[src/hdl/bp_consts.svh]
//////////////////////////////
// branch predictor constants
// address split, table and return stack sizes
//////////////////////////////
`ifndef BP_CONSTS_SVH
`define BP_CONSTS_SVH

// fetch and target address bits
`define BP_ADDR_WIDTH 32

// table index bits, 16 entries per table
`define BP_HASH_DEPTH 4

// address bits above the index, bits 2..0 are slot and byte offset
`define BP_TAG_WIDTH (`BP_ADDR_WIDTH - 3 - `BP_HASH_DEPTH)

// return address stack entries, power of two
`define BP_RAS_DEPTH 4

`endif

[src/hdl/bpTablePkg.sv]
//////////////////////////////
// table storage types
// branch kind, fact entry, counter pair
//////////////////////////////
`default_nettype none

`include "bp_consts.svh"

package bpTablePkg;

    // instruction kind, stored per slot
    typedef enum logic [1:0] {
        KIND_NONE = 2'd0,   // no control transfer
        KIND_COND = 2'd1,   // conditional branch
        KIND_JUMP = 2'd2,   // jump or call
        KIND_RET  = 2'd3    // return, target from stack
    } brKind_t;

    // one fact table entry, covers an aligned pair
    typedef struct packed {
        logic                      valid;
        logic [`BP_TAG_WIDTH-1:0]  tag;      // pc bits above index
        brKind_t                   kind1;    // lower slot
        brKind_t                   kind2;    // upper slot
        logic [`BP_ADDR_WIDTH-1:0] target1;
        logic [`BP_ADDR_WIDTH-1:0] target2;
    } factEntry_t;

    // 2-bit saturating counters, high bit = taken
    typedef struct packed {
        logic [1:0] ctr1;   // lower slot
        logic [1:0] ctr2;   // upper slot
    } ctrPair_t;

endpackage

`default_nettype wire

[src/hdl/bpPipePkg.sv]
//////////////////////////////
// pipeline message types
// decode pair, execute resolve, prediction
//////////////////////////////
`default_nettype none

`include "bp_consts.svh"

package bpPipePkg;

    // decoded instruction pair, slot 1 is the lower word
    typedef struct packed {
        logic [`BP_ADDR_WIDTH-1:0] pc;        // pair address
        bpTablePkg::brKind_t       kind1;
        bpTablePkg::brKind_t       kind2;
        logic [`BP_ADDR_WIDTH-1:0] target1;
        logic [`BP_ADDR_WIDTH-1:0] target2;
    } decodePair_t;

    // resolved branch from execute
    typedef struct packed {
        logic [`BP_ADDR_WIDTH-1:0] pc;        // bit 2 picks the slot
        bpTablePkg::brKind_t       kind;
        logic                      taken;
    } resolve_t;

    // prediction handed back to fetch
    typedef struct packed {
        logic [`BP_ADDR_WIDTH-1:0] nextPC;
        logic                      branch;    // a slot is taken
        logic                      reason;    // 0 lower, 1 upper
        logic                      known1;    // raw hit, lower
        logic                      known2;    // raw hit, upper
        logic [`BP_ADDR_WIDTH-1:0] target1;
        logic [`BP_ADDR_WIDTH-1:0] target2;
    } prediction_t;

endpackage

`default_nettype wire

[src/hdl/branchUnit.sv]
//////////////////////////////
// branchUnit top level
// fact table, past table, predictor
//////////////////////////////
`default_nettype none

`include "bp_consts.svh"

module branchUnit (
    input  logic                          clk,
    input  logic                          rstN,

    input  logic                          ifVld,     // fetch
    input  logic [`BP_ADDR_WIDTH-1:0]     ifPC,

    input  logic                          idVld,     // decode
    input  bpPipePkg::decodePair_t        idPair,

    input  logic                          exVld,     // execute
    input  bpPipePkg::resolve_t           exRes,
    input  logic                          exWrong,

    input  logic                          push,      // call return address
    input  logic [`BP_ADDR_WIDTH-1:0]     pushAddr,

    output bpPipePkg::prediction_t        pdOut
);

    bpTablePkg::factEntry_t ifFact;
    logic                   ifHit1;
    logic                   ifHit2;
    bpTablePkg::ctrPair_t   ifCtr;

    // targets and kinds
    factTable fact (
        .clk     (clk),
        .rstN    (rstN),
        .idVld   (idVld),
        .idPair  (idPair),
        .ifPC    (ifPC),
        .ifFact  (ifFact),
        .ifHit1  (ifHit1),
        .ifHit2  (ifHit2)
    );

    // direction history
    pastTable past (
        .clk     (clk),
        .rstN    (rstN),
        .idVld   (idVld),
        .idPair  (idPair),
        .exVld   (exVld),
        .exRes   (exRes),
        .ifPC    (ifPC),
        .ifCtr   (ifCtr)
    );

    predictUnit predict (
        .clk      (clk),
        .rstN     (rstN),
        .ifVld    (ifVld),
        .ifPC     (ifPC),
        .ifFact   (ifFact),
        .ifHit1   (ifHit1),
        .ifHit2   (ifHit2),
        .ifCtr    (ifCtr),
        .exWrong  (exWrong),
        .push     (push),
        .pushAddr (pushAddr),
        .pdOut    (pdOut)
    );

endmodule

`default_nettype wire

[src/hdl/factTable.sv]
//////////////////////////////
// factTable
// hashed target table, decode write,
// zero latency lookup by fetch pc
//////////////////////////////
`default_nettype none

`include "bp_consts.svh"

module factTable (
    input  logic                          clk,
    input  logic                          rstN,

    input  logic                          idVld,   // decode write strobe
    input  bpPipePkg::decodePair_t        idPair,  // pair to record

    input  logic [`BP_ADDR_WIDTH-1:0]     ifPC,    // fetch address
    output bpTablePkg::factEntry_t        ifFact,  // entry at ifPC index
    output logic                          ifHit1,  // lower slot known
    output logic                          ifHit2   // upper slot known
);

    localparam int tableDepth = 1 << `BP_HASH_DEPTH;

    bpTablePkg::factEntry_t          factMem [tableDepth];

    logic [`BP_HASH_DEPTH-1:0]       idIdx;
    logic [`BP_TAG_WIDTH-1:0]        idTag;
    bpTablePkg::factEntry_t          idEntry;   // entry built from decode

    logic [`BP_HASH_DEPTH-1:0]       ifIdx;
    logic [`BP_TAG_WIDTH-1:0]        ifTag;
    logic                            tagHit;

    //////////////////////////////
    // decode side
    //////////////////////////////
    assign idIdx = idPair.pc[3 +: `BP_HASH_DEPTH];
    assign idTag = idPair.pc[`BP_ADDR_WIDTH-1 -: `BP_TAG_WIDTH];

    always_comb begin
        idEntry.valid   = 1'b1;
        idEntry.tag     = idTag;
        idEntry.kind1   = idPair.kind1;
        idEntry.kind2   = idPair.kind2;
        idEntry.target1 = idPair.target1;
        idEntry.target2 = idPair.target2;
    end

    // whole entry replaced on write, tag included
    always_ff @(posedge clk) begin
        if (!rstN) begin
            for (int i = 0; i < tableDepth; i++) begin
                factMem[i].valid <= 1'b0;   // payload kept, only valid cleared
            end
        end else if (idVld) begin
            factMem[idIdx] <= idEntry;
        end
    end

    //////////////////////////////
    // fetch side lookup
    //////////////////////////////
    assign ifIdx  = ifPC[3 +: `BP_HASH_DEPTH];
    assign ifTag  = ifPC[`BP_ADDR_WIDTH-1 -: `BP_TAG_WIDTH];
    assign ifFact = factMem[ifIdx];

    assign tagHit = ifFact.valid && (ifFact.tag == ifTag);

    // slot known only if something was decoded there
    assign ifHit1 = tagHit && (ifFact.kind1 != bpTablePkg::KIND_NONE);
    assign ifHit2 = tagHit && (ifFact.kind2 != bpTablePkg::KIND_NONE);

endmodule

`default_nettype wire

[src/hdl/pastTable.sv]
//////////////////////////////
// pastTable
// per slot 2-bit counters, seeded by decode,
// trained by execute on conditionals
//////////////////////////////
`default_nettype none

`include "bp_consts.svh"

module pastTable (
    input  logic                          clk,
    input  logic                          rstN,

    input  logic                          idVld,   // decode write strobe
    input  bpPipePkg::decodePair_t        idPair,

    input  logic                          exVld,   // execute resolve strobe
    input  bpPipePkg::resolve_t           exRes,

    input  logic [`BP_ADDR_WIDTH-1:0]     ifPC,
    output bpTablePkg::ctrPair_t          ifCtr    // counters at ifPC index
);

    localparam int tableDepth = 1 << `BP_HASH_DEPTH;
    localparam bpTablePkg::ctrPair_t ctrReset = '{ctr1: 2'b01, ctr2: 2'b01};

    bpTablePkg::ctrPair_t            ctrMem [tableDepth];

    logic [`BP_HASH_DEPTH-1:0]       idIdx;
    logic [`BP_HASH_DEPTH-1:0]       exIdx;
    logic [`BP_ADDR_WIDTH-1:0]       lowPC;     // lower slot address
    logic [`BP_ADDR_WIDTH-1:0]       upPC;      // upper slot address
    bpTablePkg::ctrPair_t            idInit;
    logic                            exTrain;

    // backward target starts weakly taken, anything else weakly not taken
    function automatic logic [1:0] seedCtr(
        input logic [`BP_ADDR_WIDTH-1:0] slotPC,
        input logic [`BP_ADDR_WIDTH-1:0] target
    );
        if (target[`BP_ADDR_WIDTH-1:2] < slotPC[`BP_ADDR_WIDTH-1:2]) begin
            return 2'b10;
        end
        return 2'b01;
    endfunction

    // saturating step, 00 and 11 are the rails
    function automatic logic [1:0] stepCtr(input logic [1:0] ctr, input logic taken);
        if (taken) begin
            return (ctr == 2'b11) ? ctr : ctr + 2'd1;
        end
        return (ctr == 2'b00) ? ctr : ctr - 2'd1;
    endfunction

    //////////////////////////////
    // decode seed
    //////////////////////////////
    assign idIdx = idPair.pc[3 +: `BP_HASH_DEPTH];
    assign lowPC = {idPair.pc[`BP_ADDR_WIDTH-1:3], 3'b000};
    assign upPC  = {idPair.pc[`BP_ADDR_WIDTH-1:3], 3'b100};

    assign idInit.ctr1 = seedCtr(lowPC, idPair.target1);
    assign idInit.ctr2 = seedCtr(upPC, idPair.target2);

    // execute training, conditionals only
    assign exIdx   = exRes.pc[3 +: `BP_HASH_DEPTH];
    assign exTrain = exVld && (exRes.kind == bpTablePkg::KIND_COND);

    always_ff @(posedge clk) begin
        if (!rstN) begin
            for (int i = 0; i < tableDepth; i++) begin
                ctrMem[i] <= ctrReset;
            end
        end else begin
            if (exTrain) begin
                if (exRes.pc[2]) begin
                    ctrMem[exIdx].ctr2 <= stepCtr(ctrMem[exIdx].ctr2, exRes.taken);
                end else begin
                    ctrMem[exIdx].ctr1 <= stepCtr(ctrMem[exIdx].ctr1, exRes.taken);
                end
            end
            // decode goes last so it wins on a shared index
            if (idVld) begin
                ctrMem[idIdx] <= idInit;
            end
        end
    end

    // no tag here, factTable decides the hit
    assign ifCtr = ctrMem[ifPC[3 +: `BP_HASH_DEPTH]];

endmodule

`default_nettype wire

[src/hdl/predictUnit.sv]
//////////////////////////////
// predictUnit
// slot pick, next pc choice,
// return address stack
//////////////////////////////
`default_nettype none

`include "bp_consts.svh"

module predictUnit (
    input  logic                          clk,
    input  logic                          rstN,

    input  logic                          ifVld,     // fetch active, allows pop
    input  logic [`BP_ADDR_WIDTH-1:0]     ifPC,
    input  bpTablePkg::factEntry_t        ifFact,
    input  logic                          ifHit1,
    input  logic                          ifHit2,
    input  bpTablePkg::ctrPair_t          ifCtr,

    input  logic                          exWrong,   // mispredict, flush stack
    input  logic                          push,      // call seen
    input  logic [`BP_ADDR_WIDTH-1:0]     pushAddr,  // its return address

    output bpPipePkg::prediction_t        pdOut
);

    localparam int rasDepth = `BP_RAS_DEPTH;
    localparam int ptrWidth = $clog2(rasDepth);
    localparam int cntWidth = $clog2(rasDepth + 1);

    logic [`BP_ADDR_WIDTH-1:0] rasMem [rasDepth];
    logic [ptrWidth-1:0]       rasTop;      // points at newest entry
    logic [ptrWidth-1:0]       nextTop;
    logic [ptrWidth-1:0]       prevTop;
    logic [cntWidth-1:0]       rasCnt;      // saturates at depth
    logic                      rasEmpty;
    logic [`BP_ADDR_WIDTH-1:0] rasData;

    logic                      take1;
    logic                      take2;
    logic                      pop;
    logic [`BP_ADDR_WIDTH-1:0] seqPC;       // fall through, next pair

    function automatic logic slotTaken(
        input logic                hit,
        input bpTablePkg::brKind_t kind,
        input logic [1:0]          ctr,
        input logic                empty
    );
        case (kind)
            bpTablePkg::KIND_JUMP: return hit;
            bpTablePkg::KIND_COND: return hit && ctr[1];
            bpTablePkg::KIND_RET:  return hit && !empty;
            default:               return 1'b0;
        endcase
    endfunction

    //////////////////////////////
    // slot selection
    //////////////////////////////
    // lower slot skipped when fetch enters at the upper word
    assign take1 = !ifPC[2] && slotTaken(ifHit1, ifFact.kind1, ifCtr.ctr1, rasEmpty);
    assign take2 = slotTaken(ifHit2, ifFact.kind2, ifCtr.ctr2, rasEmpty);

    assign seqPC = {ifPC[`BP_ADDR_WIDTH-1:3] + 1'b1, 3'b000};

    always_comb begin
        pdOut.branch  = take1 || take2;
        pdOut.reason  = !take1 && take2;            // upper only when lower not taken
        pdOut.known1  = ifHit1;
        pdOut.known2  = ifHit2;
        pdOut.target1 = ifFact.target1;
        pdOut.target2 = ifFact.target2;
        if (take1) begin
            pdOut.nextPC = (ifFact.kind1 == bpTablePkg::KIND_RET) ? rasData : ifFact.target1;
        end else if (take2) begin
            pdOut.nextPC = (ifFact.kind2 == bpTablePkg::KIND_RET) ? rasData : ifFact.target2;
        end else begin
            pdOut.nextPC = seqPC;
        end
    end

    // pop only for the chosen return on a real fetch
    assign pop = ifVld && ((take1 && ifFact.kind1 == bpTablePkg::KIND_RET) ||
                           (!take1 && take2 && ifFact.kind2 == bpTablePkg::KIND_RET));

    //////////////////////////////
    // return address stack
    //////////////////////////////
    assign rasEmpty = (rasCnt == '0);
    assign rasData  = rasMem[rasTop];
    assign nextTop  = rasTop + 1'b1;   // wraps, overwrites oldest
    assign prevTop  = rasTop - 1'b1;

    // push with pop rewrites the top in place
    always_ff @(posedge clk) begin
        if (push && !exWrong) begin
            rasMem[pop ? rasTop : nextTop] <= pushAddr;
        end
    end

    always_ff @(posedge clk) begin
        if (!rstN) begin
            rasTop <= '0;
            rasCnt <= '0;
        end else if (exWrong) begin
            rasTop <= '0;                // flush beats push and pop
            rasCnt <= '0;
        end else if (push && !pop) begin
            rasTop <= nextTop;
            if (rasCnt != cntWidth'(rasDepth)) begin
                rasCnt <= rasCnt + 1'b1;
            end
        end else if (pop && !push) begin
            rasTop <= prevTop;
            rasCnt <= rasCnt - 1'b1;     // pop implies not empty
        end
    end

endmodule

`default_nettype wire

[config.mk]
export PLATFORM = sky130hd
export DESIGN_NAME = branchUnit
export DESIGN_NICKNAME = d
export VERILOG_FILES = /design/src/hdl/bpTablePkg.sv /design/src/hdl/bpPipePkg.sv /design/src/hdl/branchUnit.sv /design/src/hdl/factTable.sv /design/src/hdl/pastTable.sv /design/src/hdl/predictUnit.sv
export VERILOG_INCLUDE_DIRS = /design/src /design/src/hdl
export SDC_FILE = /design/constraint.sdc
export NUM_CORES = 2
export LEC_CHECK = 0
export BUFFER_PORTS_ARGS = -buffer_cell sky130_fd_sc_hd__buf_2
export CAP_MARGIN = 20
export CORE_MARGIN = 2
export CORE_UTILIZATION = 58
export DETAILED_ROUTE_END_ITERATION = 16
export PLACE_DENSITY = 0.78
export SYNTH_ARGS = -nofsm -noshare
export SYNTH_HDL_FRONTEND = slang
export SYNTH_SLANG_ARGS = --single-unit
[constraint.sdc]
create_clock -name clk -period 5.26 [get_ports clk]
set_input_delay 0.263 -clock clk [delete_from_list [all_inputs] [get_ports clk]]
set_output_delay 0.263 -clock clk [all_outputs]
set_load 0.02 [all_outputs]
==> run metrics <==
Unique masters post-synth=75; setup TNS=0 ns; Die Wd=351 microns; peak supply drop=361 uV; Reg2Reg Setup Slack=1.17 ns; worst r2r src=fact.factMem[15][69]; max-cap check violation count=0; PwrDens=362 nW/um^2; 1st-pass router iterations=5; RSZ-0062 raised after global routing=no; global-route wire length before repair=272 mm; min cycle time layout=5.08 ns; GR Util met3=0.0836; Die H=351 microns; HP Class=in2reg; worst stage delay on the critical path=0.78 ns; die area=123000 sq um; Lkg Pwr=26.8 nW; TritonCTS clock tree=built; Slew @ Worst Pin=1.12 ns; Worst Path Max Fanout=29; status=finished, final reports clean; H-tree levels=4; GR Overflow Total=0; syn_area_per_cell=20.6 sq um; Most Used Layer, Global Route=met2; reg2reg path depth=15; fin util=0.670; Mapped Nets=3653; Ys Warns=0; Sink Count=1703; Bufs and invs on worst path=2; HPWL after DPL=115 mm; GR Util met2=0.502; GRT Overall Usage=0.315; WL per Instance=34.0 microns; Yosys reg bits=1703; Cell Rows=127; Worst-path clk slew=0.06 ns; Hold Fails Final Rpt=0; Mapped Cells=3386; highest clock rate=197 MHz; CP Capture Type=primary output; sequential-to-total area share from yosys stat=0.728; post-synth top area share=0.722; initial antenna violation count=42; Worst-Skew Late Latency=0.78 ns; clk buf depth=3; Ports=306; Synth area leader=edfxtp_1; post-CTS resize count=0; largest net degree at the start of global routing=73; Critical R2R Capture=predict.rasCnt[2]; Setup CP Type=reg2out; most frequent cells in the layout=1680 x edfxtp_1, 464 x mux4_2, 270 x buf_2; crit-path cells=mux2i_1, a22o_1, a221oi_1, xor2_1, o41ai_1, and4_1, nand4_1, buf_12, mux2i_1, mux2i_1, buf_2; Hold Path Depth=3; vias in the first global route=38200; Worst slew margin=0.253; Post-Synthesis Cell Area=69900 sq um; dominant synthesized flop cell=edfxtp_1; Residual DRC=0; top cells by area, synth=edfxtp_1 72%, mux4_2 15%, mux2i_1 2.8%, ha_1 1.1%, nand2_1 0.68%; fin crit share=0.965; placer congestion estimate=0.937; critical path startpoint category=flop; most frequent CP cell=mux2i_1; Final nets=4140; # setup viols final=0; core area=120000 sq um; share of cells above drive strength 1=0.285; Initial Util=0.583; WL final=192 mm; PortBufs=273; post-route ant nets=0; Top delay family on crit path=compound AO/OA/AOI/OAI gates; Max Slew Vio Count=0; commonest non-fill, non-tap cell in the layout=edfxtp_1; fraction of registers with async set/reset=0; met1 Track Usage GR=0.419; via count=37900; CTS buffer count=167; Hold Crit Start=idPair[74]; Root Driver=clkbuf_16; Synth-to-Final Area Change=14.8%; skew final=0.0295 ns; WHS Endpoint=fact.factMem[15][93]; EDFF count, synth=1680; Slowest cell on crit path=o41ai_1; vias per std cell=6.73; WP data required=5.00 ns; Worst Path Arrival=4.81 ns; FILL cells=7445; Iter 0 DRT Violations=5581
-- through the flow --
stage | instances | cell area, sq um | power [mW] | hold WS [ns] | setup WS [ns]
after floorplan | 3386 | 69900 | 16.6 | 0.362 | 0.401
after global placement | 5188 | 73600 | 17.4 | 0.426 | 0.572
after detailed placement | 5188 | 73600 | 17.5 | 0.430 | 0.472
after CTS | 5614 | 80200 | 29.0 | 0.0404 | 0.244
after global routing | 5623 | 80200 | 29.6 | 0.0917 | 0.112
final | 5633 | 80200 | 29.0 | 0.0803 | 0.185
-- flip-flops by register name, summed over array words and instances (netlist names), named ones only --
signal / flops
fact.factMem: 1504
past.ctrMem: 64
predict.rasMem: 128
predict.rasCnt: 3
predict.rasTop: 2
-- cell usage after synthesis, types with 5 or more instances --
cell	count
edfxtp_1	1680
mux4_2	464
mux2i_1	198
nand2_1	126
clkbuf_1	94
inv_1	70
ha_1	60
nor2_1	59
buf_2	44
nand3_1	42
mux2_2	41
xnor2_1	40
o211ai_1	37
a22oi_1	29
a21o_1	27
o21ai_0	24
dfxtp_1	23
a21oi_1	21
buf_1	21
o22ai_1	21
xor2_1	21
nand4_1	20
nor2b_1	18
nor3_1	17
a31oi_1	15
buf_6	13
nand2b_1	13
buf_4	10
a22o_1	9
and2_1	8
o32a_1	8
a2bb2oi_1	7
and3_1	7
a211oi_1	6
a221oi_1	6
a32o_1	6
nor4_1	6
a31o_2	5
-- power breakdown --
group | total [mW] | switching, mW | internal [mW]
clock | 11.7 | 5.12 | 6.56
sequential | 15.1 | 0.0604 | 15.1
combinational | 2.19 | 1.34 | 0.846
total | 29.0 | 6.53 | 22.5
-- kinds of logic (layout without fill, tap and decap cells) --
| kind of cell | count (synthesis) | in the layout | synth area share |
|---|---|---|---|
| DFF | 1703 | 1703 | 0.728 |
| buffers and inverters | 255 | 872 | 0.0167 |
| other | 0 | 18 | 0 |
| and+or+nand+nor | 334 | 334 | 0.0229 |
| xor gates and xnor gates | 61 | 61 | 0.00764 |
| AOI/OAI and AO/OA | 264 | 264 | 0.0279 |
| adders and majority gates | 65 | 65 | 0.0116 |
| muxes | 704 | 704 | 0.185 |
-- how the worst max path moves through the flow --
stage | start | endpoint | slack (ns) | cells past startpoint
final | fact.factMem[2][90] | pdOut[96] | 0.18 | 11
after global placement | ifPC[3] | pdOut[96] | 0.57 | 13
after CTS | fact.factMem[15][69] | pdOut[97] | 0.24 | 11
after global routing | fact.factMem[15][69] | pdOut[94] | 0.11 | 11
after floorplan | ifPC[3] | predict.rasMem[1][0] | 0.40 | 15
after detailed placement | ifPC[3] | pdOut[96] | 0.47 | 13
-- worst min-delay path, stage by stage --
cell     delay, ns
buf_2         0.16
nand3_1       0.28
nand2_1       0.10
-- what timing repair did --
action,4_1_cts,5_1_grt
endpoints found under the hold margin,1633,0
endpoints found under the setup margin,0,0
hold buffers,127,0
setup buffers,0,0
-- per-layer routing --
layer / vias up / wire, microns
li1: 15200 / -
met1: 19700 / 66900
met2: 2598 / 92500
met3: 440 / 24100
met4: 44 / 7990
met5: - / 266
-- cell type report --
cell class | count | area (sq um) | share of cell area
flip-flops and latches | 1703 | 50900 | 0.635
clock buffers | 206 | 4370 | 0.0545
multi-input cells | 1428 | 17900 | 0.223
diodes | 18 | 45.0 | 0.000562
well taps | 1612 | 2020 | 0.0251
repair buffers | 502 | 3730 | 0.0465
inverters | 71 | 352 | 0.00438
clock inverters | 93 | 907 | 0.0113
No activity file was read; power rests on OpenSTA's default activity.
